<file path="src/hw/mandel_macros.svh">
/* mandelbrot tile renderer constants
   number format, tile size, iteration limit and start view */
`ifndef MANDEL_MACROS_SVH
`define MANDEL_MACROS_SVH

// fixed-point number format
`define FP_WIDTH 25  // total bits
`define FP_INT   4   // integer bits incl sign
`define FP_FRAC  (`FP_WIDTH - `FP_INT)

// escape-time limit
`define ITER_MAX 63

// tile geometry in points
`define TILE_W 16
`define TILE_H 8

// start view in FP_WIDTH two's complement
`define X_START 25'h1B0_0000  // -2.5
`define Y_START 25'h1E0_0000  // -1.0i
`define STEP    25'h008_0000  // 0.25 and the widest step allowed

`endif

</file>
<file path="src/hw/mandel_fp_pkg.sv">
/* fixed-point and iteration-count types of the escape-time datapath */
`include "mandel_macros.svh"

package mandel_fp_pkg;

    // signed fixed point with FP_INT integer bits incl sign
    typedef logic signed [`FP_WIDTH-1:0] fp_t;

    // full product width
    // squares of |z| up to 8 still fit here
    typedef logic signed [2*`FP_WIDTH-1:0] mul_t;

    // iteration count 0..ITER_MAX
    typedef logic [$clog2(`ITER_MAX+1)-1:0] iter_t;

endpackage

</file>
<file path="src/hw/mandel_view_pkg.sv">
/* navigation command encoding and tile point coordinates */
`include "mandel_macros.svh"

package mandel_view_pkg;

    typedef enum logic [2:0] {
        CMD_LEFT,
        CMD_RIGHT,
        CMD_UP,
        CMD_DOWN,
        CMD_ZOOM_IN,
        CMD_ZOOM_OUT,
        CMD_REDRAW
    } view_cmd_t;

    typedef logic [$clog2(`TILE_W)-1:0] tile_x_t;  // column in tile
    typedef logic [$clog2(`TILE_H)-1:0] tile_y_t;  // row in tile

endpackage

</file>
<file path="src/hw/pixel_tx.sv">
/* result sender
   holds one (x, y, count) result and drives the four-phase output handshake */
`timescale 1ns/1ps

module pixel_tx
    import mandel_fp_pkg::*;
    import mandel_view_pkg::*;
(
    input  logic    clk_sys,
    input  logic    rst_sys,
    input  logic    tx_load,
    input  tile_x_t px,
    input  tile_y_t py,
    input  iter_t   pt_iter,
    input  logic    pix_ack,
    output logic    tx_ready,
    output logic    pix_req,
    output tile_x_t pix_x,
    output tile_y_t pix_y,
    output iter_t   pix_iter
);

    typedef enum logic [1:0] {TX_IDLE, TX_REQ, TX_DRAIN} tx_state_t;

    tx_state_t state;

    assign tx_ready = (state == TX_IDLE);
    assign pix_req  = (state == TX_REQ);  // high until ack seen

    always_ff @(posedge clk_sys) begin
        if (rst_sys) begin
            state <= TX_IDLE;
        end else begin
            case (state)
                TX_IDLE:  if (tx_load) state <= TX_REQ;
                TX_REQ:   if (pix_ack) state <= TX_DRAIN;   // drop req next cycle
                TX_DRAIN: if (!pix_ack) state <= TX_IDLE;   // receiver released
                default:  state <= TX_IDLE;
            endcase
        end
    end

    // result register, stable for the whole handshake
    always_ff @(posedge clk_sys) begin
        if (tx_load && tx_ready) begin
            pix_x    <= px;
            pix_y    <= py;
            pix_iter <= pt_iter;
        end
    end

endmodule

</file>
<file path="config.mk">
export PLATFORM = sky130hd
export DESIGN_NAME = pixel_tx
export DESIGN_NICKNAME = d
export VERILOG_FILES = /design/src/hw/mandel_fp_pkg.sv /design/src/hw/mandel_view_pkg.sv /design/src/hw/pixel_tx.sv
export VERILOG_INCLUDE_DIRS = /design/src /design/src/hw
export SDC_FILE = /design/constraint.sdc
export NUM_CORES = 1
export LEC_CHECK = 0
export BUFFER_PORTS_ARGS = -buffer_cell sky130_fd_sc_hd__buf_2
export CORE_MARGIN = 10
export CORE_UTILIZATION = 34
export DETAILED_ROUTE_END_ITERATION = 8
export PLACE_DENSITY = 0.77
export SETUP_SLACK_MARGIN = 0.15
export SLEW_MARGIN = 20
export SYNTH_ARGS = -nofsm -noshare
export SYNTH_HDL_FRONTEND = slang
export SYNTH_SLANG_ARGS = --single-unit
export TNS_END_PERCENT = 20
</file>
<file path="constraint.sdc">
create_clock -name clk_sys -period 1.2 [get_ports clk_sys]
set_input_delay 0.12 -clock clk_sys [delete_from_list [all_inputs] [get_ports clk_sys]]
set_output_delay 0.12 -clock clk_sys [all_outputs]
set_load 0.01 [all_outputs]
</file>
==> qor.txt <==
Congestion Overflow GR: 0
Crit path largest cell delay: 390 ps
Bufs and invs on worst path: 1
Synth top area share: 80.00%
mux share of post-synthesis cell area: 0%
hold_sp: pt_iter[0]
first-pass GRT wire length: 1780 um
leak pwr: 0.0003345 uW
synth cell count leaders: edfxtp_1, dfxtp_1, nand2b_1
Final Setup Violations: 0
period utilisation layout: 86.48%
Synth Net Count: 40
pwr/cell area: 1331 nW/um2
#FFs+latches synth: 15
Die X: 57.89 um
Synthesis Warnings: 0
Clock Latency Late Sink: 270 ps
total clock buffers created by CTS: 3
simple-gate share of the synthesized area: 8.462%
Area Growth Syn to Fin: 61.03%
initial antenna violation count: 0
Nets: 83
Initial Util: 36.59%
Post-synth EDFFs: 13
most common cell in the netlist: edfxtp_1
Post-Syn Area: 488.0 um2
pin count of the biggest net entering global routing: 14
Synth Area in Compound Gates: 1.538%
status: finished clean
final WL: 1235 um
Worst Path Arrival: 920 ps
Die Y: 57.89 um
drt pass-1 iters: 5
Worst VDD drop: 597.8 uV
Post-Layout Inst Area: 785.8 um2
post-synthesis xor/xnor area fraction: 1.795%
DRC Markers: 0
layout cell share with drive strength beyond 1: 64.62%
Slew headroom: 86.69%
Synth area leader: edfxtp_1
worst flop-to-flop path endpoint: pix_iter[2]
max-cap viol count: 0
gpl congestion: 0.6433
CP max stage cell: dfxtp_4
setup TNS: 0 ps
Detail Route Antenna Nets: 0
CTS tree: yes
post-synthesis sequential area ratio: 88.21%
drt wl/cell: 15.44 um
initial drt markers: 4
final hold vios: 0
placed inst area: 666.9 um2
Post-synth top flop: edfxtp_1
WP data required: 1080 ps
Final min period: 1038 ps
# port buffers: 31
maximum clock insertion buffer count: 2
Post-Synth Adder-Cell Area: 0%
FP Rows: 13
Detailed Place HPWL: 969.6 um
RSZ-0062 raised after global routing: true
final std cells w/o fill: 80
# diodes: 0
number of H-tree levels: 1
vias per cell: 4.313
WHS Endpoint: pix_iter[0]
Post-Syn Instances: 23
DIE AREA: 3351 um2
GRT Total Usage: 6.944%
FF-to-FF Start: state[0]
library cells used by synthesis: 9
multi-input logic area: 82.58 um2
worst hold path type: primary input to register
Worst path top cell family by delay: flip-flops
Layout fillers: 110
R2R Setup Slk: 190 ps
vias in the first global route: 381
CP startpoint kind: register
clock skew: 2.570 ps
Slew @ Worst Pin: 198.2 ps
hold path depth: 1
Synth Area per Inst: 21.22 um2
Root Buffer: clkbuf_4
Setup CP Type: register to output port
io pins: 32
critical-path cell list: nor2b_4 -> buf_6
total vias in the final route: 345
Synth async-reset ratio: 0%
Max FO, Critical Path: 5
Worst-path clk slew: 90 ps
Area contributors post-synth: edfxtp_1, dfxtp_1, nand2b_1, nor3b_2, xnor2_1
critical path endpoint category: output port
combinational family with the most area after synthesis: simple AND/OR/NAND/NOR gates
Fmax achieved: 963.6 MHz
clock sink count: 15
Core Area: 1334 um2
FF-to-FF path depth: 2
Slew Viols, Final: 0
Post-Place Cells: 69
Register Area: 435.4 um2
## layer usage
metal	vias to the layer above	routed length (um)	track usage, %	part of all wire, %
met1	147	582	8.112	47
met5	-	0	0	0
li1	173	-	-	-
met3	0	181	5.447	15
met2	25	471	9.049	38
met4	0	0	3.020	0
## sequential cells by signal, summed over array words and instances (netlist names)
signal    cells
pix_iter      6
state         2
pix_x         4
pix_y         3
## layout by cell type, fill, tap and decap left out
cell           instances
dlygate4sd3_1          6
nor2b_4                1
dfxtp_2                1
nor3b_2                1
nor2_4                 1
a211oi_1               1
and2_4                 1
buf_2                 30
and2_2                 1
buf_6                  1
clkbuf_4               3
clkinv_2               1
dfxtp_4                1
edfxtp_1              13
xnor2_1                1
nand2b_1               2
## per-stage QoR
| stage | hold WS [ps] | total power [uW] | setup WS (ps) | util [%] |
|---|---|---|---|---|
| after floorplan | 189.5 | 682.8 | 152.5 | - |
| after global placement | 297.2 | 746.8 | 207.7 | 50.00 |
| after detailed placement | 298.2 | 753.4 | 167.7 | 50.00 |
| after CTS | 0.5299 | 1052 | 130.3 | 56.66 |
| after global routing | 4.458 | 1100 | 115.7 | 58.91 |
| final | 16.94 | 1046 | 162.3 | 58.91 |
## final cells by class
| cell class | count | area share [%] |
|---|---|---|
| clock buffers | 3 | 2.866 |
| clock inverters | 1 | 0.6369 |
| multi-input cells | 9 | 10.51 |
| flip-flops and latches | 15 | 55.41 |
| well taps | 15 | 2.389 |
| repair buffers | 37 | 28.18 |
## report_power, final
part	leakage [uW]	total (uW)	switching (uW)	internal, uW
combinational	0.000175	145	67.0	77.6
clock	0.0000177	278	155	123
sequential	0.000142	623	15.0	608
total	0.000335	1050	237	809
## repair_timing
item / in CTS / in global routing
buffers inserted: 0 / 0
pin swaps: 1 / 2
gates resized for setup: 3 / 3
endpoints found under the setup margin: 1 / 15
hold buffers: 5 / 1
gates cloned: 0 / 1
endpoints found under the hold margin: 5 / 1
## worst register-to-register path, cell delays in order (launching register included)
cell and delay, ps:
dfxtp_4 380, nor2_4 120, and2_2 230
## kinds of logic after synthesis
kind of cell and count (synthesis):
XOR/XNOR 1, AO/OA/AOI/OAI 1, AND/OR/NAND/NOR 6, flip-flops 15
## worst max path at each step
stage	startpoint	end	slack [ps]	cells past startpoint
finish	state[0]	pix_req	160	2
global route	state[0]	pix_req	120	2
CTS	state[1]	pix_x[1]	130	2
floorplan	state[1]	pix_iter[0]	150	2
detailed placement	state[1]	pix_x[2]	170	2
global placement	state[1]	pix_x[3]	210	2
Note: power is estimated with default switching activity, not from simulation.
