--- src/hw/mandel_macros.svh ---
/* mandelbrot tile renderer constants
   number format, tile size, iteration limit and start view */
`ifndef MANDEL_MACROS_SVH
`define MANDEL_MACROS_SVH

// fixed-point number format
`define FP_WIDTH 25  // total bits
`define FP_INT   4   // integer bits incl sign
`define FP_FRAC  (`FP_WIDTH - `FP_INT)

// escape-time limit
`define ITER_MAX 63

// tile geometry in points
`define TILE_W 16
`define TILE_H 8

// start view in FP_WIDTH two's complement
`define X_START 25'h1B0_0000  // -2.5
`define Y_START 25'h1E0_0000  // -1.0i
`define STEP    25'h008_0000  // 0.25 and the widest step allowed

`endif

--- src/hw/mandel_fp_pkg.sv ---
/* fixed-point and iteration-count types of the escape-time datapath */
`include "mandel_macros.svh"

package mandel_fp_pkg;

    // signed fixed point with FP_INT integer bits incl sign
    typedef logic signed [`FP_WIDTH-1:0] fp_t;

    // full product width
    // squares of |z| up to 8 still fit here
    typedef logic signed [2*`FP_WIDTH-1:0] mul_t;

    // iteration count 0..ITER_MAX
    typedef logic [$clog2(`ITER_MAX+1)-1:0] iter_t;

endpackage

--- src/hw/mandel_iter.sv ---
/* escape-time iteration for one point
   one round per cycle with truncating fixed-point products */
`timescale 1ns/1ps
`include "mandel_macros.svh"

module mandel_iter
    import mandel_fp_pkg::*;
(
    input  logic  clk_sys,
    input  logic  rst_sys,
    input  logic  iter_start,
    input  fp_t   cx,
    input  fp_t   cy,
    output logic  iter_done,
    output iter_t iter_count
);

    localparam mul_t ESCAPE = mul_t'(4) <<< `FP_FRAC;  // |z|^2 bound of 4.0

    fp_t   cx_q;  // point under test
    fp_t   cy_q;
    fp_t   x;     // current z
    fp_t   y;
    iter_t cnt;   // rounds done so far
    logic  busy;

    mul_t xx;
    mul_t yy;
    mul_t xy;
    logic escaped;
    logic at_limit;

    always_comb begin
        // full-width products back to FP scale
        xx = (mul_t'(x) * mul_t'(x)) >>> `FP_FRAC;
        yy = (mul_t'(y) * mul_t'(y)) >>> `FP_FRAC;
        xy = (mul_t'(x) * mul_t'(y)) >>> `FP_FRAC;
        // compare before narrowing so large z cannot wrap
        escaped  = (xx + yy) > ESCAPE;
        at_limit = (cnt == iter_t'(`ITER_MAX));
    end

    always_ff @(posedge clk_sys) begin
        iter_done <= 1'b0;
        if (rst_sys) begin
            busy <= 1'b0;
        end else if (iter_start) begin
            busy <= 1'b1;
            x    <= '0;  // z0 = 0
            y    <= '0;
            cnt  <= '0;
            cx_q <= cx;
            cy_q <= cy;
        end else if (busy) begin
            if (escaped || at_limit) begin
                busy       <= 1'b0;
                iter_done  <= 1'b1;
                iter_count <= cnt;
            end else begin
                // z = z^2 + c
                x   <= fp_t'(xx - yy) + cx_q;
                y   <= fp_t'(xy <<< 1) + cy_q;
                cnt <= cnt + 1'b1;
            end
        end
    end

endmodule

--- config.mk ---
export PLATFORM = sky130hd
export DESIGN_NAME = mandel_iter
export DESIGN_NICKNAME = d
export VERILOG_FILES = /design/src/hw/mandel_fp_pkg.sv /design/src/hw/mandel_iter.sv
export VERILOG_INCLUDE_DIRS = /design/src /design/src/hw
export SDC_FILE = /design/constraint.sdc
export NUM_CORES = 2
export LEC_CHECK = 0
export BUFFER_PORTS_ARGS = -buffer_cell sky130_fd_sc_hd__buf_2
export CAP_MARGIN = 40
export CORE_ASPECT_RATIO = 0.5
export CORE_MARGIN = 3
export CORE_UTILIZATION = 38
export CTS_CLUSTER_DIAMETER = 100
export CTS_CLUSTER_SIZE = 40
export DETAILED_ROUTE_END_ITERATION = 8
export PLACE_DENSITY_LB_ADDON = 0.1
export SLEW_MARGIN = 20
export SYNTH_ARGS = -nofsm -noshare
export SYNTH_HDL_FRONTEND = slang
export SYNTH_SLANG_ARGS = --single-unit
--- constraint.sdc ---
create_clock -name clk_sys -period 14.8 [get_ports clk_sys]
set_clock_uncertainty 0.05 [all_clocks]
set_input_delay 1.48 -clock clk_sys [delete_from_list [all_inputs] [get_ports clk_sys]]
set_output_delay 1.48 -clock clk_sys [all_outputs]
set_load 0.005 [all_outputs]
==> run summary <==
I/O pin cnt = 60
flops & latches, synth = 114
post-synthesis compound-gate area fraction = 0.03640
Slew headroom = 0.4252
Crit path arrival time = 13.77 ns
Worst Tran Pin Value = 0.8622 ns
Max stage delay on crit path = 0.75 ns
clk_lat worst skew = 0.54 ns
Main synth FF type = edfxtp_1
most frequent cells in the layout = 2,031 x inv_1, 1,844 x fa_1, 754 x nand2_1
class of the worst hold path = register to register
pin count of the biggest net entering global routing = 50
cells after synthesis = 6,976
synth warn = 0
Final period util = 0.9202
post-synthesis xor/xnor area fraction = 0.02478
post_cts resized = 0
sequential element share of the synthesized area = 0.05057
CP Class = register to register
hold_buf cts = 0
worst hold stages = 0
clock buffer count from CTS = 17
global-route wire length before repair = 286.1 mm
initial core utilization = 0.3852
maximum fanout along the worst path = 31
worst hold margin = 0.4613 ns
Min-Delay Startpoint = cnt[1]$_SDFFCE_PP0P_
postcts setup bufs = 0
gr ovfl total = 0
Endpoint, Worst Hold = iter_count[1]$_DFFE_PP_
Die Span Y = 303.6 um
antenna violations before repair = 7
Post-Synth Simple-Gate Area = 0.1153
Max Cap Viol = 0
CTS sink cnt = 114
FP Rows = 108
Netlist Area Pre-Place = 0.06730 mm2
DR DRC count = 0
Final ANT Viol Nets = 0
fillers = 17,600
DR vias = 43,090
CTS clk-pin slew, worst paths = 0.06 ns
RD Place Congestion = 0.8414
H-tree levels = 4
nets@finish = 9,298
RSZ-0062 raised after global routing = no
final hold vios = 0
gr usage total = 0.2067
Core Util, Final = 0.4065
Final Setup Violations = 0
largest family of logic cells by synthesized area = adder cells
routed len/inst = 18.83 um
Iteration-0 DRC Markers = 2,261
Die W = 601.2 um
flop-to-flop setup slack = 1.18 ns
fraction of layout cells with a size suffix above 1 = 0.03375
slowest CP cell = edfxtp_1
Synth Area in Adders = 0.6432
multiplexer area fraction after synthesis = 0.001078
RR Endpoint = y[1]$_SDFFCE_PP0P_
root buf cell = clkbuf_16
Mapped Nets = 9,382
Die ar. = 0.1825 mm2
area grow syn2layout = 5.535%
vias in the first global route = 48,330
CP most frequent cell = fa_1
max-slew violations = 0
CP Launch Type = register
CTS tree = yes
worst setup path startpoint = y[3]$_SDFFCE_PP0P_
Crit. End Element = register
TritonRoute pass-1 iters = 5
Worst R2R Path Depth = 40
Core Area = 0.1747 mm2
Worst R2R Start = y[3]$_SDFFCE_PP0P_
syn avg cell area = 9.647 um2
Max Freq = 73.43 MHz
EDFF count, synth = 112
critical path required time = 14.95 ns
routed wire length = 174.6 mm
fraction of registers with async set or reset after synthesis = 0
HPWL Detailed = 147.3 mm
outcome = finished clean
minimum clock period = 13.62 ns
most common cell after layout, fill and taps aside = inv_1
Fin Setup TNS = 0 ns
clock tree buffer depth = 2
Distinct cells, synth = 85
port bufs = 59
post-DR vias/cell = 4.647
[flip-flops by register name, indices dropped and copies added (netlist names)]
signal,cells
y,25
x,25
cnt,6
cx_q,25
cy_q,25
iter_done,1
busy,1
iter_count,6
[cell families after synthesis]
| group | count (synthesis) |
|---|---|
| compound gates | 369 |
| xor+xnor | 185 |
| fa+ha+maj | 2353 |
| buf+inv | 2304 |
| flops | 114 |
| mux | 7 |
| simple gates | 1644 |
[cell type report]
| type | instances | area (um2) | share of cell area |
|---|---|---|---|
| multi-input combinational | 4558 | 55250 | 0.7779 |
| antenna | 4 | 10.01 | 0.0001409 |
| inverter | 2039 | 7654 | 0.1078 |
| sequential | 114 | 3403 | 0.04792 |
| clock buffer | 19 | 432.9 | 0.006095 |
| tap | 2365 | 2959 | 0.04166 |
| clock inverter | 12 | 165.2 | 0.002325 |
| timing repair buffer | 162 | 1150 | 0.01619 |
[Yosys cell counts, drive strengths merged (3+ instances only)]
library cell / number / share of area
a21oi: 112 / 0.0086
o21bai: 13 / 0.0015
o2111ai: 3 / 0.00039
clkinv: 6 / 0.00033
and2: 414 / 0.039
o21ai: 70 / 0.0053
buf: 10 / 0.00058
nor3: 37 / 0.0028
clkbuf: 255 / 0.014
nand2: 754 / 0.042
a2111oi: 5 / 0.00076
and3: 20 / 0.0019
a41oi: 3 / 0.00039
nor4: 3 / 0.00028
mux2i: 5 / 0.00074
o211ai: 8 / 0.00089
nor2b: 60 / 0.0056
or3: 9 / 0.00086
a221oi: 3 / 0.00065
a211oi: 21 / 0.0024
or4: 3 / 0.00039
o31a: 3 / 0.00039
nand2b: 41 / 0.0038
fa: 1844 / 0.55
nor2: 239 / 0.013
nand3: 27 / 0.0020
nor3b: 5 / 0.00056
xor2: 47 / 0.0061
a21boi: 7 / 0.00078
ha: 509 / 0.095
xnor2: 137 / 0.018
a22oi: 4 / 0.00045
inv: 2033 / 0.11
a21o: 41 / 0.0046
or2: 9 / 0.00084
o31ai: 9 / 0.0012
a31oi: 11 / 0.0010
nand4: 15 / 0.0014
o21a: 30 / 0.0033
edfxtp: 112 / 0.050
a211o: 3 / 0.00039
o2111a: 3 / 0.00050
[worst max-delay path by stage]
stage / end / slack, ns / depth (start not counted)
global route: y[0]$_SDFFCE_PP0P_ / 0.39 / 41
detailed placement: y[2]$_SDFFCE_PP0P_ / 1.58 / 38
finish: y[1]$_SDFFCE_PP0P_ / 1.18 / 40
global placement: y[4]$_SDFFCE_PP0P_ / 1.61 / 37
floorplan: cnt[0]$_SDFFCE_PP0P_ / 4.24 / 37
CTS: y[1]$_SDFFCE_PP0P_ / 1.49 / 39
[per-layer routing]
metal,GRT usage,part of all wire
met5,0,0.000074
met4,0.03464,0.016
met3,0.03359,0.050
met2,0.3250,0.45
met1,0.3049,0.49
[metrics by stage]
stage,area [um2],std cells,worst slack (ns)
6_report,71020,9273,1.181
3_5_place_dp,70400,9236,1.577
2_1_floorplan,67300,6976,4.243
4_1_cts,71000,9267,1.494
3_3_place_gp,70250,9227,1.609
5_1_grt,71020,9272,0.3924
[critical path: cells and delay by family (launching register included)]
kind / cells / cell delay [ns]
AO/OA/AOI/OAI: 15 / 4.76
adder cells (fa/ha/maj): 9 / 4.25
flip-flops: 1 / 0.75
buffers and inverters: 8 / 1.07
AND/OR/NAND/NOR: 8 / 2.26
Power is not shown: default switching activity piles up to over one toggle a cycle in this logic, so the estimate is an artifact.
