`config.mk`:
```
export PLATFORM = sky130hd
export DESIGN_NAME = mandel_render
export DESIGN_NICKNAME = d
export VERILOG_FILES = /design/src/hw/mandel_fp_pkg.sv /design/src/hw/mandel_view_pkg.sv /design/src/hw/mandel_render.sv
export VERILOG_INCLUDE_DIRS = /design/src /design/src/hw
export SDC_FILE = /design/constraint.sdc
export NUM_CORES = 1
export LEC_CHECK = 0
export BUFFER_PORTS_ARGS = -buffer_cell sky130_fd_sc_hd__buf_2
export CORE_ASPECT_RATIO = 1.75
export CORE_MARGIN = 8
export CORE_UTILIZATION = 40
export CTS_CLUSTER_SIZE = 16
export DETAILED_ROUTE_END_ITERATION = 6
export MAX_ROUTING_LAYER = met4
export SLEW_MARGIN = 10
export SYNTH_ARGS = -nofsm -noshare
export SYNTH_HDL_FRONTEND = slang
export SYNTH_SLANG_ARGS = --single-unit
```
`constraint.sdc`:
```
create_clock -name clk_sys -period 4.2 [get_ports clk_sys]
set_input_delay 0.84 -clock clk_sys [delete_from_list [all_inputs] [get_ports clk_sys]]
set_output_delay 0.84 -clock clk_sys [all_outputs]
set_load 0.1 [all_outputs]
```
`src/hw/mandel_macros.svh`:
```
/* mandelbrot tile renderer constants
   number format, tile size, iteration limit and start view */
`ifndef MANDEL_MACROS_SVH
`define MANDEL_MACROS_SVH

// fixed-point number format
`define FP_WIDTH 25  // total bits
`define FP_INT   4   // integer bits incl sign
`define FP_FRAC  (`FP_WIDTH - `FP_INT)

// escape-time limit
`define ITER_MAX 63

// tile geometry in points
`define TILE_W 16
`define TILE_H 8

// start view in FP_WIDTH two's complement
`define X_START 25'h1B0_0000  // -2.5
`define Y_START 25'h1E0_0000  // -1.0i
`define STEP    25'h008_0000  // 0.25 and the widest step allowed

`endif

```
`src/hw/mandel_fp_pkg.sv`:
```
/* fixed-point and iteration-count types of the escape-time datapath */
`include "mandel_macros.svh"

package mandel_fp_pkg;

    // signed fixed point with FP_INT integer bits incl sign
    typedef logic signed [`FP_WIDTH-1:0] fp_t;

    // full product width
    // squares of |z| up to 8 still fit here
    typedef logic signed [2*`FP_WIDTH-1:0] mul_t;

    // iteration count 0..ITER_MAX
    typedef logic [$clog2(`ITER_MAX+1)-1:0] iter_t;

endpackage

```
`src/hw/mandel_view_pkg.sv`:
```
/* navigation command encoding and tile point coordinates */
`include "mandel_macros.svh"

package mandel_view_pkg;

    typedef enum logic [2:0] {
        CMD_LEFT,
        CMD_RIGHT,
        CMD_UP,
        CMD_DOWN,
        CMD_ZOOM_IN,
        CMD_ZOOM_OUT,
        CMD_REDRAW
    } view_cmd_t;

    typedef logic [$clog2(`TILE_W)-1:0] tile_x_t;  // column in tile
    typedef logic [$clog2(`TILE_H)-1:0] tile_y_t;  // row in tile

endpackage

```
`src/hw/mandel_render.sv`:
```
/* tile renderer
   raster walk over the tile, builds point coordinates, feeds the iteration engine */
`timescale 1ns/1ps
`include "mandel_macros.svh"

module mandel_render
    import mandel_fp_pkg::*;
    import mandel_view_pkg::*;
(
    input  logic    clk_sys,
    input  logic    rst_sys,
    input  logic    render_start,
    input  fp_t     x_start,
    input  fp_t     y_start,
    input  fp_t     step,
    input  logic    iter_done,
    input  iter_t   iter_count,
    input  logic    tx_ready,
    output logic    render_busy,
    output logic    iter_start,
    output fp_t     cx,
    output fp_t     cy,
    output logic    tx_load,
    output tile_x_t px,
    output tile_y_t py,
    output iter_t   pt_iter
);

    typedef enum logic [1:0] {RN_IDLE, RN_CALC, RN_HOLD, RN_LAST} rn_state_t;

    rn_state_t state;
    logic      row_end;  // px at right edge
    logic      last_pt;  // bottom right point

    assign row_end = (px == tile_x_t'(`TILE_W-1));
    assign last_pt = row_end && (py == tile_y_t'(`TILE_H-1));
    assign tx_load = (state == RN_HOLD) && tx_ready;  // hand over when sender is free

    always_ff @(posedge clk_sys) begin
        iter_start <= 1'b0;
        if (rst_sys) begin
            state       <= RN_IDLE;
            render_busy <= 1'b0;
        end else begin
            case (state)
                RN_IDLE: begin
                    if (render_start) begin
                        px          <= '0;
                        py          <= '0;
                        cx          <= x_start;  // top left point
                        cy          <= y_start;
                        iter_start  <= 1'b1;
                        render_busy <= 1'b1;
                        state       <= RN_CALC;
                    end
                end
                RN_CALC: begin
                    if (iter_done) begin
                        pt_iter <= iter_count;
                        state   <= RN_HOLD;
                    end
                end
                RN_HOLD: begin
                    if (tx_ready) begin  // tx_load this cycle
                        if (last_pt) begin
                            state <= RN_LAST;
                        end else begin
                            if (row_end) begin  // wrap to next row
                                px <= '0;
                                py <= py + 1'b1;
                                cx <= x_start;
                                cy <= cy + step;
                            end else begin
                                px <= px + 1'b1;
                                cx <= cx + step;
                            end
                            iter_start <= 1'b1;  // next point while this one is sent
                            state      <= RN_CALC;
                        end
                    end
                end
                RN_LAST: begin
                    // frame done once the last result has left
                    if (tx_ready) begin
                        render_busy <= 1'b0;
                        state       <= RN_IDLE;
                    end
                end
                default: state <= RN_IDLE;
            endcase
        end
    end

endmodule

```
==> results.py <==
metrics = {
    "outcome": {
        "outcome": "finished clean",
    },
    "synth": {
        "synth.yosys.seq_area_share": 0.3532,
        "post_syn_instances": 626,
        "synth-edff-count": 63,
        "synth-main-ff-cell": "sky130_fd_sc_hd__edfxtp_1",
        "yosys_warns": 0,
        "count_of_cell_types_in_the_netlist": 71,
        "synth_fp_nets": 765,
        "synth.cell_area_um2": 5583,
        "synthesis.area_per_instance_um2": 8.918,
        "ys_seq_elements": 67,
        "ys_async_sr_fraction": 0,
    },
    "critical_path": {
        "crit_path_cell_trace": "nor2b_1 > and2_1 > buf_2",
        "timing.critical_path.slowest_cell_delay_ps": 780,
        "crit_type": "reg -> out",
        "path_delay_family": "simple AND/OR/NAND/NOR gates",
        "timing.critical_path.arrival_ps": 2230,
        "timing.critical_path.fanout_max": 9,
        "rr_worst_depth": 6,
        "worst_setup_path_end_kind": "output port",
        "cp_slowest_cell": "sky130_fd_sc_hd__nor2b_1",
        "crit_buf_inv": 1,
        "critical_path.startpoint_type": "register",
        "worst-endpoint-required_ps": 3360,
        "timing.critical_path.depth": 3,
    },
    "route": {
        "dr_total_vias": 5536,
        "postRouteWirelength_um": 19140,
        "initialDrtViolationCount": 293,
        "drcViolationCount": 0,
        "final_antenna_net_count": 0,
        "wl_per_cell_um": 20.14,
        "dr.pass1.iters": 5,
        "vias_per_cell": 5.827,
    },
    "floorplanning": {
        "die_height_um": 172.3,
        "fp.coreArea_um2": 13760,
        "placementRows": 57,
        "initial_core_util": 0.4056,
        "design.portCount": 152,
        "die-area_um2": 18140,
        "die-width_um": 105.3,
    },
    "timing": {
        "worst_slew_pin_slew_ps": 984.7,
        "slew_headroom": 0.3411,
        "final-setup-viol-count": 0,
        "final_max_slew_viol_count": 0,
        "timing.setup.tns_ps": 0,
        "finalHoldViolCount": 0,
        "finalWorstPathRequiredPeriod_ps": 3074,
        "fin_ws_ps": 1126,
        "timing.final.crit_share": 0.7318,
        "grt_setup_unrepaired": "no",
        "worst_clock_skew_ps": 10.74,
        "clock.fmax_ghz": 0.3254,
    },
    "global_routing": {
        "first_pass_grt_wire_length_um": 29140,
        "grt_antenna_before_repair": 1,
        "number_of_global_route_vias_before_repair": 5692,
        "track_usage": 0.2105,
        "grt-ovfl-total": 0,
        "grt_max_degree": 51,
    },
    "clock_network": {
        "worst_skew_pair_latency_ps": 350,
        "clock_pin_slew_on_the_worst_setup_and_hold_paths_ps": 60,
        "holdBufCountCts": 0,
        "numClockSinks": 67,
        "post_cts.resized_instances": 0,
        "cts_inserted_buffers": 9,
        "cts.root.buffer_cell": "sky130_fd_sc_hd__clkbuf_16",
        "postCtsSetupRepairBufs": 0,
        "cts_max_level": 3,
        "clockBufferDepth": 2,
        "tritoncts_clock_tree": "yes",
    },
    "final_layout": {
        "layout.cells.most_common_list": "sky130_fd_sc_hd__buf_2, sky130_fd_sc_hd__nand2_1, sky130_fd_sc_hd__edfxtp_1",
        "final_layout_fill_cell_count": 1382,
        "synth_to_layout_area_growth_pct": 20.87,
        "post_route_cells_drive_above_1_share": 0.2383,
        "layout.cells.most_common": "sky130_fd_sc_hd__buf_2",
        "fin_nets": 906,
    },
    "worst_hold_path": {
        "min_delay_path_depth": 2,
        "hp-class": "reg -> reg",
    },
    "pwr": {
        "power_per_cell_area_nw_per_um2": 409.0,
        "power.leakage_nw": 2.931,
        "vdd.ir_drop.worst_mv": 0.2403,
    },
    "placement": {
        "place_hpwl_um": 15190,
        "gp_routability_congestion": 0.8966,
        "placement.setup.worst_slack_ps": 862.8,
        "place.port_buffers": 151,
    },
    "job": {
        "number_of_maximum_capacitance_constraint_violations": 0,
    },
}
==> Yosys cell counts, drive strengths merged (2+ instances only) <==
master,number,share of area
buf,10,0.012
and2,11,0.013
ha,51,0.11
a221oi,2,0.0043
nor4,4,0.0045
xnor2,16,0.025
o21ai,51,0.046
a211oi,8,0.012
nor2b,5,0.0056
nand2b,9,0.010
fa,2,0.0072
xor2,7,0.011
a211o,2,0.0031
a221o,4,0.0074
mux2i,2,0.0036
or2,2,0.0022
a21oi,53,0.048
nand4,16,0.018
nor3,19,0.017
dfxtp,4,0.014
clkbuf,15,0.014
o21a,12,0.016
a21o,16,0.022
a32oi,2,0.0031
o2111ai,7,0.011
o211ai,13,0.017
a21boi,2,0.0027
edfxtp,63,0.34
nand2,95,0.064
and4,2,0.0031
inv,13,0.0087
or4,3,0.0040
a31oi,8,0.0090
and3,5,0.0058
nand3,13,0.012
or3,5,0.0056
nor2,34,0.023
o31a,3,0.0047
o31ai,15,0.020
a311oi,2,0.0031
o21bai,4,0.0074
==> final cells by class <==
type	count	area [um^2]	share of cell area
multi-input cells	520	3410	0.5053
flip-flops and latches	67	1972	0.2922
repair buffers	156	793.3	0.1176
clock buffers	9	225.2	0.03338
well taps	177	221.5	0.03282
clock inverters	7	75.07	0.01113
inverters	13	48.80	0.007232
diodes	1	2.502	0.0003709
==> report_power, final <==
group / internal [mW] / switching, mW
logic: 0.316 / 0.807
clock network: 0.464 / 0.328
registers: 0.809 / 0.0356
==> final timing paths <==
check	from	end	slack [ps]
min	render_busy	render_busy	530
max	state[1]	tx_load	1130
max reg2reg	state[1]	cx[23]	1230
min reg2reg	render_busy	render_busy	530
==> state kept, by name, summed over array words and instances (netlist names) <==
register / count
render_busy: 1
cy: 25
pt_iter: 6
iter_start: 1
state: 2
px: 4
cx: 25
py: 3
==> cells by family (layout without fill, tap and decap cells) <==
| family | count (synthesis) | after routing | share of synthesized area |
|---|---|---|---|
| other | 0 | 1 | 0 |
| DFF | 67 | 67 | 0.3532 |
| AOI/OAI and AO/OA | 215 | 215 | 0.2564 |
| xor gates and xnor gates | 23 | 23 | 0.03608 |
| buffers and inverters | 39 | 185 | 0.03608 |
| and+or+nand+nor | 227 | 227 | 0.1932 |
| muxes | 2 | 2 | 0.003586 |
| adders and majority gates | 53 | 53 | 0.1215 |
==> worst reg2reg max path, cell delays in order, from the launching register on <==
cell and delay [ps]:
sky130_fd_sc_hd__dfxtp_1 460, sky130_fd_sc_hd__nor2b_1 780, sky130_fd_sc_hd__nand2b_1 700, sky130_fd_sc_hd__buf_4 450
sky130_fd_sc_hd__nand2_1 110, sky130_fd_sc_hd__o311a_1 150, sky130_fd_sc_hd__nand3b_1 70
==> per-stage QoR <==
stage,hold slack [ps],utilization,power [mW],instance area (um^2),std cells
2_1_floorplan,573.9,-,1.727,5583,626
3_3_place_gp,492.4,0.4682,1.967,6445,933
3_5_place_dp,508.3,0.4682,1.980,6445,933
4_1_cts,522.8,0.4900,2.772,6745,949
5_1_grt,553.4,0.4902,2.885,6748,950
6_report,526.9,0.4902,2.760,6748,950
==> per-layer routing <==
metal | up-vias | wire length [um] | track usage
li1 | 2687 | - | -
met1 | 2610 | 7483 | 0.2150
met2 | 191 | 9631 | 0.3627
met3 | 48 | 1073 | 0.04813
met4 | 0 | 947 | 0.1242
met5 | - | 0 | -
No activity file was read; power rests on OpenSTA's default activity.
