**src/hw/mandel_macros.svh**
```systemverilog
/* mandelbrot tile renderer constants
   number format, tile size, iteration limit and start view */
`ifndef MANDEL_MACROS_SVH
`define MANDEL_MACROS_SVH

// fixed-point number format
`define FP_WIDTH 25  // total bits
`define FP_INT   4   // integer bits incl sign
`define FP_FRAC  (`FP_WIDTH - `FP_INT)

// escape-time limit
`define ITER_MAX 63

// tile geometry in points
`define TILE_W 16
`define TILE_H 8

// start view in FP_WIDTH two's complement
`define X_START 25'h1B0_0000  // -2.5
`define Y_START 25'h1E0_0000  // -1.0i
`define STEP    25'h008_0000  // 0.25 and the widest step allowed

`endif

```
**src/hw/mandel_fp_pkg.sv**
```systemverilog
/* fixed-point and iteration-count types of the escape-time datapath */
`include "mandel_macros.svh"

package mandel_fp_pkg;

    // signed fixed point with FP_INT integer bits incl sign
    typedef logic signed [`FP_WIDTH-1:0] fp_t;

    // full product width
    // squares of |z| up to 8 still fit here
    typedef logic signed [2*`FP_WIDTH-1:0] mul_t;

    // iteration count 0..ITER_MAX
    typedef logic [$clog2(`ITER_MAX+1)-1:0] iter_t;

endpackage

```
**src/hw/mandel_view_pkg.sv**
```systemverilog
/* navigation command encoding and tile point coordinates */
`include "mandel_macros.svh"

package mandel_view_pkg;

    typedef enum logic [2:0] {
        CMD_LEFT,
        CMD_RIGHT,
        CMD_UP,
        CMD_DOWN,
        CMD_ZOOM_IN,
        CMD_ZOOM_OUT,
        CMD_REDRAW
    } view_cmd_t;

    typedef logic [$clog2(`TILE_W)-1:0] tile_x_t;  // column in tile
    typedef logic [$clog2(`TILE_H)-1:0] tile_y_t;  // row in tile

endpackage

```
**src/hw/view_ctrl.sv**
```systemverilog
/* view controller
   four-phase command receiver, view register update with zoom limit, render start */
`timescale 1ns/1ps
`include "mandel_macros.svh"

module view_ctrl
    import mandel_fp_pkg::*;
    import mandel_view_pkg::*;
(
    input  logic      clk_sys,
    input  logic      rst_sys,
    input  logic      cmd_req,
    input  view_cmd_t cmd,
    input  logic      render_busy,
    output logic      cmd_ack,
    output logic      cmd_err,
    output logic      render_start,
    output fp_t       x_start,
    output fp_t       y_start,
    output fp_t       step
);

    typedef enum logic [1:0] {ST_IDLE, ST_APPLY, ST_ACK} hs_state_t;

    hs_state_t state;
    view_cmd_t cmd_q;       // command taken from the bus
    logic      start_pend;  // reset frame not issued yet

    // candidate view for cmd_q
    fp_t  x_nx;
    fp_t  y_nx;
    fp_t  step_nx;
    logic view_ok;

    always_comb begin
        x_nx    = x_start;
        y_nx    = y_start;
        step_nx = step;
        case (cmd_q)
            CMD_LEFT:  x_nx = x_start - (step <<< 2);  // 4 steps
            CMD_RIGHT: x_nx = x_start + (step <<< 2);
            CMD_UP:    y_nx = y_start - (step <<< 2);
            CMD_DOWN:  y_nx = y_start + (step <<< 2);
            CMD_ZOOM_IN: begin
                // keep the centre roughly in place
                x_nx    = x_start + (step <<< 2);
                y_nx    = y_start + (step <<< 1);
                step_nx = step >>> 1;
            end
            CMD_ZOOM_OUT: begin
                x_nx    = x_start - (step <<< 3);
                y_nx    = y_start - (step <<< 2);
                step_nx = step <<< 1;
            end
            default: ;  // redraw leaves the view alone
        endcase
    end

    // only a zoom can fail this
    assign view_ok = (step_nx != '0) && (step_nx <= fp_t'(`STEP));

    always_ff @(posedge clk_sys) begin
        render_start <= 1'b0;  // single-cycle pulse
        if (rst_sys) begin
            state      <= ST_IDLE;
            cmd_ack    <= 1'b0;
            cmd_err    <= 1'b0;
            start_pend <= 1'b1;
            x_start    <= `X_START;
            y_start    <= `Y_START;
            step       <= `STEP;
        end else begin
            if (start_pend) begin  // first frame after reset
                render_start <= 1'b1;
                start_pend   <= 1'b0;
            end
            case (state)
                ST_IDLE: begin
                    // hold off while a frame is in flight
                    if (cmd_req && !render_busy && !render_start && !start_pend) begin
                        cmd_q <= cmd;
                        state <= ST_APPLY;
                    end
                end
                ST_APPLY: begin
                    cmd_ack <= 1'b1;
                    cmd_err <= !view_ok;
                    if (view_ok) begin
                        x_start      <= x_nx;
                        y_start      <= y_nx;
                        step         <= step_nx;
                        render_start <= 1'b1;
                    end
                    state <= ST_ACK;
                end
                ST_ACK: begin
                    if (!cmd_req) begin  // requester has released
                        cmd_ack <= 1'b0;
                        cmd_err <= 1'b0;
                        state   <= ST_IDLE;
                    end
                end
                default: state <= ST_IDLE;
            endcase
        end
    end

endmodule

```
**config.mk**
```make
export PLATFORM = sky130hd
export DESIGN_NAME = view_ctrl
export DESIGN_NICKNAME = d
export VERILOG_FILES = /design/src/hw/mandel_fp_pkg.sv /design/src/hw/mandel_view_pkg.sv /design/src/hw/view_ctrl.sv
export VERILOG_INCLUDE_DIRS = /design/src /design/src/hw
export SDC_FILE = /design/constraint.sdc
export NUM_CORES = 1
export LEC_CHECK = 0
export BUFFER_PORTS_ARGS = -buffer_cell sky130_fd_sc_hd__buf_2
export CELL_PAD_IN_SITES_DETAIL_PLACEMENT = 1
export CELL_PAD_IN_SITES_GLOBAL_PLACEMENT = 2
export CORE_MARGIN = 8
export CORE_UTILIZATION = 39
export DETAILED_ROUTE_END_ITERATION = 10
export GPL_TIMING_DRIVEN = 0
export PLACE_DENSITY_LB_ADDON = 0.1
export SETUP_SLACK_MARGIN = 0.05
export SYNTH_ARGS = -nofsm -noshare
export SYNTH_HDL_FRONTEND = slang
export SYNTH_SLANG_ARGS = --single-unit
```
**constraint.sdc**
```tcl
create_clock -name clk_sys -period 9.3 [get_ports clk_sys]
set_input_delay 1.86 -clock clk_sys [delete_from_list [all_inputs] [get_ports clk_sys]]
set_output_delay 1.86 -clock clk_sys [all_outputs]
set_load 0.03 [all_outputs]
```
==> out/metrics.yaml, run 1 <==
cts_buffer_depth: 2
drc_errors: 0
core-area_um2: 22600
fin_tns_setup_ns: 0
synthArstFlopShare_pct: 0
ys_warn_count: 0
worst_pin_slew_ns: 0.920
ys_ff_latch: 81
synth_simple_gate_area_share_pct: 20.1
min_period_ns: 5.31
die_w_um: 168
fin_cells: 1563
wirelength_um: 33300
grt_max_degree: 13
post_cts_resized: 0
synth_common_cells: "nor2_1, nand2_1, a21oi_1"
avgSynthCellArea_um2: 7.63
cts_buffers: 9
final-setup-viol-count: 0
vdd_drop_max_v: 0.0000720
ys_types: 76
fin_area_um2: 10000
fin_nets: 1377
relSlewSlack_pct: 38.7
status: "finished clean"
cts_max_level: 3
grt_pass1_vias: 9261
hold_viol: 0
maxCapViolations: 0
yosysSeqAreaShare_pct: 18.4
grt_pass1_wl_um: 52600
synth_edf_count: 3
fin_crit_sh_pct: 57.1
gp_congestion: 0.884
postRouteAntennaNets: 0
p_per_area_nw_per_um2: 81.9
required_ns: 9.53
fill_cells: 2927
area_delta_synth_final_pct: 11.7
cp.arrival_ns: 5.55
worstSkewPairLatency_ns: 0.35
synthCells: 1179
drive_above_1_share_pct: 10.8
grt.total_usage_pct: 23.5
syn_area_um2: 8990
dp_hpwl_um: 26900
holdBufCountCts: 0
dr.first_iter.drc_count: 511
vias: 8981
synth_compound_area_share_pct: 25.8
viasPerCell: 5.75
final-seq-area_um2: 1650
cts.sink_count: 81
hold_class: "reg2reg"
rsz0062_at_grt: "no"
pre_cts_slack_ns: 4.05
synth-xor-area-share_pct: 10.7
synthMuxAreaShare_pct: 6.22
placed_cell_area_um2: 9760
worstSetupPathType: "reg2reg"
critPathLaunchType: "register"
ios: 85
fin_hold_ws_ns: 0.467
cp-end-kind: "register"
multi_input_area_um2: 6910
fp.dieH_um: 168
die_area_um2: 28200
fmax_mhz: 188
clk_pin_slew_worst_paths_ns: 0.06
post_cts_buffers: 0
start_util_pct: 39.7
avgRoutedWirePerCell_um: 21.3
placed_cells_incl_taps: 1547
io_buffers: 81
synth_area_leaders: "dfxtp_1, ha_1, xnor2_1"
final_max_slew_viol_count: 0
synth_fa_ha_area_share_pct: 13.8
grt_antenna_before_repair: 0
antenna_cells: 0
cts_root_buffer: "clkbuf_16"
synth_ff_type: "dfxtp_1"
synth_largest_area_cell: "dfxtp_1"
grt_overflow: 0
leakagePower_nw: 4.56
clock-skew-final_ns: 0.00585
cts_tree: "yes"
yosysTopAreaCellShare_pct: 17.4
synthMostInstantiatedCell: "nor2_1"
num_rows: 55
synth_top_family_by_area: "compound AO/OA/AOI/OAI gates"
fin_ws_ns: 3.99
critPathMaxFanout: 10
first_pass_iters: 5
[through the flow]
stage	utilization (%)	power, mW
detailed placement	43.1	0.463
global placement	43.1	0.462
finish	44.4	0.823
CTS	44.4	0.830
floorplan	-	0.435
global route	44.4	0.849
[critical path, cell delays in order (launching register included)]
cell,delay (ns)
edfxtp_1,0.32
buf_2,0.21
buf_2,0.30
buf_2,0.35
buf_2,0.35
nor2_1,0.09
nor2_1,0.26
buf_1,0.47
mux2i_1,0.25
fa_1,0.48
a21oi_1,0.24
o21ai_0,0.17
a211oi_1,0.50
nor3_1,0.16
o32ai_1,0.48
o21ai_0,0.19
xnor2_1,0.16
mux2i_1,0.12
o21ai_0,0.09
[routing by layer]
layer,vias to the layer above,routed length [um],global-route usage (%)
met5,-,0,0
met4,0,670,6.91
met3,27,959,2.36
met2,129,15500,39.8
met1,4371,16100,31.1
li1,4454,-,-
[kinds of logic after synthesis]
group / Yosys count
AO/OA/AOI/OAI: 348
XOR/XNOR: 110
adder cells (fa/ha/maj): 97
buffers and inverters: 103
flip-flops: 81
multiplexers: 55
other: 1
AND/OR/NAND/NOR: 384
[cell usage in the layout (no fill, tap or decap), types with 32 or more instances in the layout]
master      n
a21o_1     44
a21oi_1    94
buf_2      92
clkbuf_1   41
dfxtp_1    78
ha_1       93
inv_1      43
mux2i_1    48
nand2_1   109
nor2_1    120
nor3_1     32
o21ai_0    61
xnor2_1    83
[sequential cells by signal (all words and copies together) (netlist names)]
name          cells
cmd_ack           1
start_pend        1
state             2
cmd_err           1
render_start      1
y_start          24
step             25
x_start          23
cmd_q             3
[power by group]
part	internal [mW]	switching [mW]	total, mW
Clock	0.207	0.160	0.367
Combinational	0.0384	0.0639	0.102
Sequential	0.351	0.00269	0.354
Total	0.597	0.226	0.823
[path summary, 6_finish.rpt]
path	start	end	slack (ns)	cells after the start
worst max register to register	cmd_q[0]	y_start[24]	3.99	18
worst min-delay path	start_pend	state[0]	0.47	1
worst min register to register	start_pend	state[0]	0.47	1
worst max-delay path	cmd_q[0]	y_start[24]	3.99	18
[area by class of cell]
| class | instances | share of cell area (%) |
|---|---|---|
| repair buffers | 81 | 4.04 |
| plain buffers | 60 | 2.79 |
| clock inverters | 4 | 0.436 |
| multi-input cells | 997 | 68.8 |
| clock buffers | 12 | 2.35 |
| inverters | 43 | 1.61 |
| flip-flops and latches | 81 | 16.4 |
| well taps | 285 | 3.55 |
No activity file was read; power rests on OpenSTA's default activity.
==> run 2: changes to the inputs <==
- ABC_AREA: unset -> 1
- CORE_UTILIZATION: 39 -> 29
- clock period: 9.3 -> 4.4 ns (I/O delays scaled with it)
==> out/metrics.yaml, run 2 <==
multi_input_area_um2: 8050  # was 6910 um^2
synth_edf_count: 3  # unchanged
die_area_um2: 43700  # was 28200 um^2
cts_buffers: 9  # unchanged
p_seq_share_pct: 42.3  # was 43.0%
power.share.clock_pct: 42.9  # was 44.6%
min_period_ns: 4.07  # was 5.31 ns
drc_errors: 0  # unchanged
dr.first_iter.drc_count: 656  # was 511
hold_depth: 1  # unchanged
yosysSeqAreaShare_pct: 15.3  # was 18.4%
final_common_cell: "nand2_1"  # was nor2_1
sw_frac_of_total_pct: 32.3  # was 27.5%
fin_crit_sh_pct: 92.5  # was 57.1%
cts.sink_count: 81  # unchanged
grt_overflow: 0  # unchanged
use_met3_pct: 2.60  # was 2.36%
startpoint: "cmd_q[2]"  # was cmd_q[0]
power_switching_mw: 0.575  # was 0.226 mW
met2_usage_pct: 40.9  # was 39.8%
reg2regPathDepth: 19  # was 18
fin_nets: 2174  # was 1377
synth_largest_area_cell: "nand2_1"  # was dfxtp_1
grt.total_usage_pct: 23.8  # was 23.5%
hold_viol: 0  # unchanged
syn_area_um2: 10800  # was 8990 um^2
regToRegSetupSlack_ns: 0.33  # was 3.99 ns
final-seq-area_um2: 1650  # about the same
rsz0062_at_grt: "yes"  # was no
yosysTopAreaCellShare_pct: 21.6  # was 17.4%
status: "finished clean"  # unchanged
finalPower_mw: 1.78  # was 0.823 mW
relSlewSlack_pct: 43.1  # was 38.7%
grt_max_degree: 15  # was 13
maxCapViolations: 0  # unchanged
synthCells: 1971  # was 1179
ys_ff_latch: 81  # unchanged
fin_ws_ns: 0.330  # was 3.99 ns
grt_pass1_vias: 13500  # was 9261
placed_cells_incl_taps: 2522  # was 1547
final-setup-viol-count: 0  # unchanged
viasPerCell: 5.18  # was 5.75
cp-end-kind: "register"  # unchanged
fin_util_pct: 33.4  # was 44.4%
reg2reg_from: "cmd_q[2]"  # was cmd_q[0]
gp_congestion: 0.874  # was 0.884
cts_max_level: 3  # unchanged
reg2reg_to: "y_start[21]"  # was y_start[24]
max_stage_delay_ns: 0.43  # was 0.50 ns
critical-path-top-delay-family: "compound AO/OA/AOI/OAI gates"  # was buffers and inverters
avgRoutedWirePerCell_um: 20.7  # was 21.3 um
power.internal_mw: 1.20  # was 0.597 mW
globalRouteMet1Util_pct: 30.1  # was 31.1%
final_max_slew_viol_count: 0  # unchanged
mostFrequentLayoutCells: "nand2_1, nor2_1, inv_1"  # was nor2_1, nand2_1, a21oi_1
core-area_um2: 36700  # was 22600 um^2
num_rows: 70  # was 55
pre_cts_slack_ns: -0.684  # was 4.05 ns
area_delta_synth_final_pct: 13.5  # was 11.7%
fill_cells: 5041  # was 2927
holdCritStartpoint: "render_start"  # was start_pend
critPathMaxFanout: 10  # unchanged
vias: 13200  # was 8981
ios: 85  # unchanged
path_buf_inv: 6  # was 5
reg.largest.list: "step (25), y_start (24), x_start (23)"  # unchanged
dp_hpwl_um: 44800  # was 26900 um
avgSynthCellArea_um2: 5.48  # was 7.63 um^2
cts_root_buffer: "clkbuf_16"  # unchanged
synthMostInstantiatedCell: "nand2_1"  # was nor2_1
grt_antenna_before_repair: 0  # unchanged
die_w_um: 209  # was 168 um
first_pass_iters: 5  # unchanged
hold_class: "reg2reg"  # unchanged
postRouteAntennaNets: 0  # unchanged
synth_area_leaders: "nand2_1, dfxtp_1, ha_1"  # was dfxtp_1, ha_1, xnor2_1
ys_warn_count: 0  # unchanged
top_usage_layer: "met2"  # unchanged
wirelength_um: 52700  # was 33300 um
vdd_drop_max_v: 0.000194  # was 0.0000720 V
fin_cells: 2543  # was 1563
worstPathCellList: "buf_2, buf_2, or2_2, o21ai_4, inv_1, clkbuf_2, buf_2, o21ai_1, ha_1, a21oi_1, inv_1, a31oi_1, o21ai_0, nand2_1, nand4_1, nand3_1, nand2_1, nand2_1, nand3_1"  # was buf_2, buf_2, buf_2, buf_2, nor2_1, nor2_1, buf_1, mux2i_1, fa_1, a21oi_1, o21ai_0, a211oi_1, nor3_1, o32ai_1, o21ai_0, xnor2_1, mux2i_1, o21ai_0
synth_common_cells: "nand2_1, nor2_1, inv_1"  # was nor2_1, nand2_1, a21oi_1
grt_pass1_wl_um: 80200  # was 52600 um
cp_slowest_cell: "edfxtp_1"  # was a211oi_1
hold_end: "state[0]"  # unchanged
ys_types: 41  # was 76
clock-skew-final_ns: 0.0297  # was 0.00585 ns
required_ns: 4.63  # was 9.53 ns
worst_pin_slew_ns: 0.853  # was 0.920 ns
combPwrFrac_pct: 14.8  # was 12.4%
clk_pin_slew_worst_paths_ns: 0.07  # was 0.06 ns
start_util_pct: 29.4  # was 39.7%
antenna_cells: 0  # unchanged
p_per_area_nw_per_um2: 145  # was 81.9 nW/um^2
worstSkewPairLatency_ns: 0.39  # was 0.35 ns
fp.dieH_um: 209  # was 168 um
fin_hold_ws_ns: 0.448  # was 0.467 ns
leakagePower_nw: 6.94  # was 4.56 nW
drive_above_1_share_pct: 9.54  # was 10.8%
cts_tree: "yes"  # unchanged
holdBufCountCts: 0  # unchanged
critPathLaunchType: "register"  # unchanged
synthArstFlopShare_pct: 0  # unchanged
fmax_mhz: 246  # was 188 MHz
cts_buffer_depth: 2  # unchanged
regMostFlops: "step"  # unchanged
io_buffers: 81  # unchanged
worstSetupPathType: "reg2reg"  # unchanged
largest_register_ffs: 25  # unchanged
cp.arrival_ns: 4.30  # was 5.55 ns
synth_ff_type: "dfxtp_1"  # unchanged
==> run 2: cell count changes in the layout (fill, tap and decap cells not counted), sizes merged, moves of 47 or more <==
cell,change
inv,+204
mux2i,-47
nand2,+517
nand3,+135
nor2,+133
o21ai,+70
xnor2,-74
==> run 2: stage by stage <==
stage / setup TNS, ns / area (um^2)
floorplan: 0 / 10800
global placement: -6.80 / 11800
detailed placement: -7.06 / 11800
CTS: 0 / 12100
global route: 0 / 12300
finish: 0 / 12300
==> run 2: area by class of cell <==
| type | count | share of cell area (%) |
|---|---|---|
| buffer | 67 | 2.66 |
| clock buffer | 9 | 1.84 |
| clock inverter | 7 | 0.367 |
| inverter | 248 | 7.60 |
| multi-input combinational | 1577 | 65.7 |
| sequential | 81 | 13.5 |
| tap | 468 | 4.77 |
| timing repair buffer | 86 | 3.61 |
==> run 2: per-layer routing <==
metal / vias up / part of all wire, %
met5: - / 0
met4: 0 / 3.4
met3: 63 / 3.3
met2: 238 / 48
met1: 6300 / 46
li1: 6577 / -
==> run 2: timing repair <==
item                                    4_1_cts  5_1_grt
pin swaps                                     1        5
endpoints found under the setup margin       24       28
setup buffers                                 1        4
resized for setup                            17       63
==> run 2: cells by family after synthesis <==
logic type | after synthesis | synth area share, %
xor+xnor | 28 | 2.27
fa+ha+maj | 97 | 11.5
buf+inv | 315 | 11.5
simple gates | 1137 | 43.9
other cells | 1 | 0.0347
mux | 1 | 0.0926
compound gates | 311 | 15.4
flops | 81 | 15.3
==> run 2: worst max path at each step <==
stage	to	slack (ns)	cells past startpoint
after floorplan	y_start[13]	0.98	21
after global placement	y_start[16]	-0.67	18
after detailed placement	y_start[16]	-0.68	19
after CTS	y_start[16]	0.03	18
after global routing	x_start[20]	0.05	22
final	y_start[21]	0.33	19
==> run 2: worst register-to-register path, stage by stage (launching register included) <==
cell and delay [ns]:
edfxtp_1 0.43, buf_2 0.21, buf_2 0.21, or2_2 0.33
o21ai_4 0.24, inv_1 0.14, clkbuf_2 0.22, buf_2 0.23
o21ai_1 0.26, ha_1 0.35, a21oi_1 0.25, inv_1 0.06
a31oi_1 0.29, o21ai_0 0.18, nand2_1 0.11, nand4_1 0.08
nand3_1 0.14, nand2_1 0.07, nand2_1 0.07, nand3_1 0.06
==> run 2: power by group through the flow <==
stage / clock [mW] / combinational (mW) / sequential, mW
after global placement: 0 / 0.250 / 0.770
after global routing: 0.801 / 0.294 / 0.753
after CTS: 0.777 / 0.257 / 0.753
after floorplan: 0 / 0.163 / 0.775
final: 0.763 / 0.263 / 0.753
after detailed placement: 0 / 0.254 / 0.770
==> run 3: changes to the inputs <==
- RECOVER_POWER: unset -> 50
- SLEW_MARGIN: unset -> 20
==> out/metrics.yaml, run 3 (same netlist as run 2, synthesis figures left out) <==
cts.sink_count: 81  # unchanged
dp_hpwl_um: 44800  # unchanged
pre_cts_slack_ns: -0.684  # unchanged
grt.total_usage_pct: 23.8  # unchanged
reg2reg_to: "y_start[16]"  # was y_start[21]
critPathLaunchType: "register"  # unchanged
clock-skew-final_ns: 0.0264  # was 0.0297 ns
grt_max_degree: 15  # unchanged
critical-path-top-delay-family: "compound AO/OA/AOI/OAI gates"  # unchanged
fin_crit_sh_pct: 92.5  # about the same
holdBufCountCts: 0  # unchanged
status: "finished clean"  # unchanged
area_delta_synth_final_pct: 12.7  # was 13.5%
postRouteAntennaNets: 0  # unchanged
startpoint: "cmd_q[2]"  # unchanged
wl_met1_um: 24400  # was 24100 um
holdCritStartpoint: "render_start"  # unchanged
start_util_pct: 29.4  # unchanged
viasPerCell: 5.16  # was 5.18
largest_register_ffs: 25  # unchanged
worstSkewPairLatency_ns: 0.39  # about the same
wl_met3_um: 1480  # was 1730 um
hold_viol: 0  # unchanged
cts_tree: "yes"  # unchanged
grt_antenna_before_repair: 0  # unchanged
critPathMaxFanout: 10  # unchanged
die_w_um: 209  # unchanged
p_per_area_nw_per_um2: 146  # was 145 nW/um^2
core-area_um2: 36700  # unchanged
max_stage_delay_ns: 0.43  # about the same
dr_wl_met2_um: 25100  # about the same
gp_congestion: 0.874  # unchanged
worstSetupPathType: "reg2reg"  # unchanged
vdd_drop_max_v: 0.000195  # was 0.000194 V
cts_buffers: 9  # unchanged
dr.first_iter.drc_count: 649  # was 656
cts_buffer_depth: 2  # unchanged
vias: 13100  # was 13200
worst_pin_slew_ns: 0.827  # was 0.853 ns
drive_above_1_share_pct: 6.27  # was 9.54%
leakagePower_nw: 6.67  # was 6.94 nW
num_rows: 70  # unchanged
hold_class: "reg2reg"  # unchanged
fp.dieH_um: 209  # unchanged
placed_cells_incl_taps: 2522  # unchanged
cp_slowest_cell: "edfxtp_1"  # unchanged
grt_pass1_vias: 13500  # unchanged
cp.arrival_ns: 4.38  # was 4.30 ns
io_buffers: 81  # unchanged
top_layer: "met4"  # unchanged
reg2regPathDepth: 20  # was 19
relSlewSlack_pct: 44.3  # was 43.1%
path_buf_inv: 5  # was 6
hold_end: "state[0]"  # unchanged
worstPathCellList: "buf_2, buf_2, or2_2, o21ai_4, inv_1, clkbuf_2, buf_2, o21ai_1, ha_1, a21oi_1, nand2_2, a21oi_4, o21ai_1, nand2_1, nand2_1, nand2_1, nand3_1, o21ai_0, nor2_1, nor2_1"  # was buf_2, buf_2, or2_2, o21ai_4, inv_1, clkbuf_2, buf_2, o21ai_1, ha_1, a21oi_1, inv_1, a31oi_1, o21ai_0, nand2_1, nand4_1, nand3_1, nand2_1, nand2_1, nand3_1
regMostFlops: "step"  # unchanged
mostFrequentLayoutCells: "nand2_1, nor2_1, inv_1"  # unchanged
required_ns: 4.71  # was 4.63 ns
reg2reg_from: "cmd_q[2]"  # unchanged
wirelength_um: 52700  # about the same
cts_max_level: 3  # unchanged
first_pass_iters: 5  # unchanged
grt_overflow: 0  # unchanged
ios: 85  # unchanged
final-setup-viol-count: 0  # unchanged
cp-end-kind: "register"  # unchanged
cts_root_buffer: "clkbuf_16"  # unchanged
reg.largest.list: "step (25), y_start (24), x_start (23)"  # unchanged
fin_area_um2: 12200  # was 12300 um^2
grt_pass1_wl_um: 80200  # unchanged
final_common_cell: "nand2_1"  # unchanged
final_max_slew_viol_count: 0  # unchanged
rsz0062_at_grt: "yes"  # unchanged
antenna_cells: 0  # unchanged
clk_pin_slew_worst_paths_ns: 0.07  # about the same
hold_depth: 1  # unchanged
die_area_um2: 43700  # unchanged
fmax_mhz: 246  # about the same
fin_ws_ns: 0.330  # about the same
placed_cell_area_um2: 11800  # unchanged
drc_errors: 0  # unchanged
min_period_ns: 4.07  # about the same
maxCapViolations: 0  # unchanged
fin_tns_setup_ns: 0  # unchanged
fin_nets: 2174  # unchanged
regToRegSetupSlack_ns: 0.33  # about the same
finalPower_mw: 1.77  # was 1.78 mW
fin_cells: 2543  # unchanged
avgRoutedWirePerCell_um: 20.7  # about the same
==> run 3: worst max-delay path by stage <==
stage	end	slack (ns)	depth (start not counted)
after detailed placement	y_start[16]	-0.68	19
after global routing	x_start[20]	0.04	22
after global placement	y_start[16]	-0.67	18
after CTS	y_start[16]	0.03	18
after floorplan	y_start[13]	0.98	21
final	y_start[16]	0.33	20
==> run 3: what timing repair did <==
item,in CTS,in global routing
buffers inserted,1,4
resized for setup,17,63
pin swaps,1,5
endpoints found under the hold margin,0,0
setup endpoints to repair,24,28
==> run 3: cell type report <==
class                   instances  area (um^2)
flip-flops and latches         81         1650
inverters                     248          932
clock buffers                   9          225
repair buffers                 86          358
fillers                      5061        24500
clock inverters                 7         45.0
well taps                     468          586
plain buffers                  67          327
multi-input cells            1577         8050
==> run 3: where the power goes <==
part,switching [mW],total [mW],internal (mW)
sequential,0.00970,0.753,0.743
combinational,0.185,0.262,0.0768
clock,0.377,0.759,0.382
==> run 3: stage by stage <==
stage,hold slack [ns],utilization (%)
global route,0.485,33.2
finish,0.451,33.2
detailed placement,0.441,32.2
CTS,0.453,33.0
floorplan,0.436,-
global placement,0.441,32.2
==> run 3: layer usage <==
layer,vias to the layer above,track usage [%]
li1,6564,-
met1,6270,30.1
met2,220,40.9
met3,63,2.60
met4,0,9.31
met5,-,0
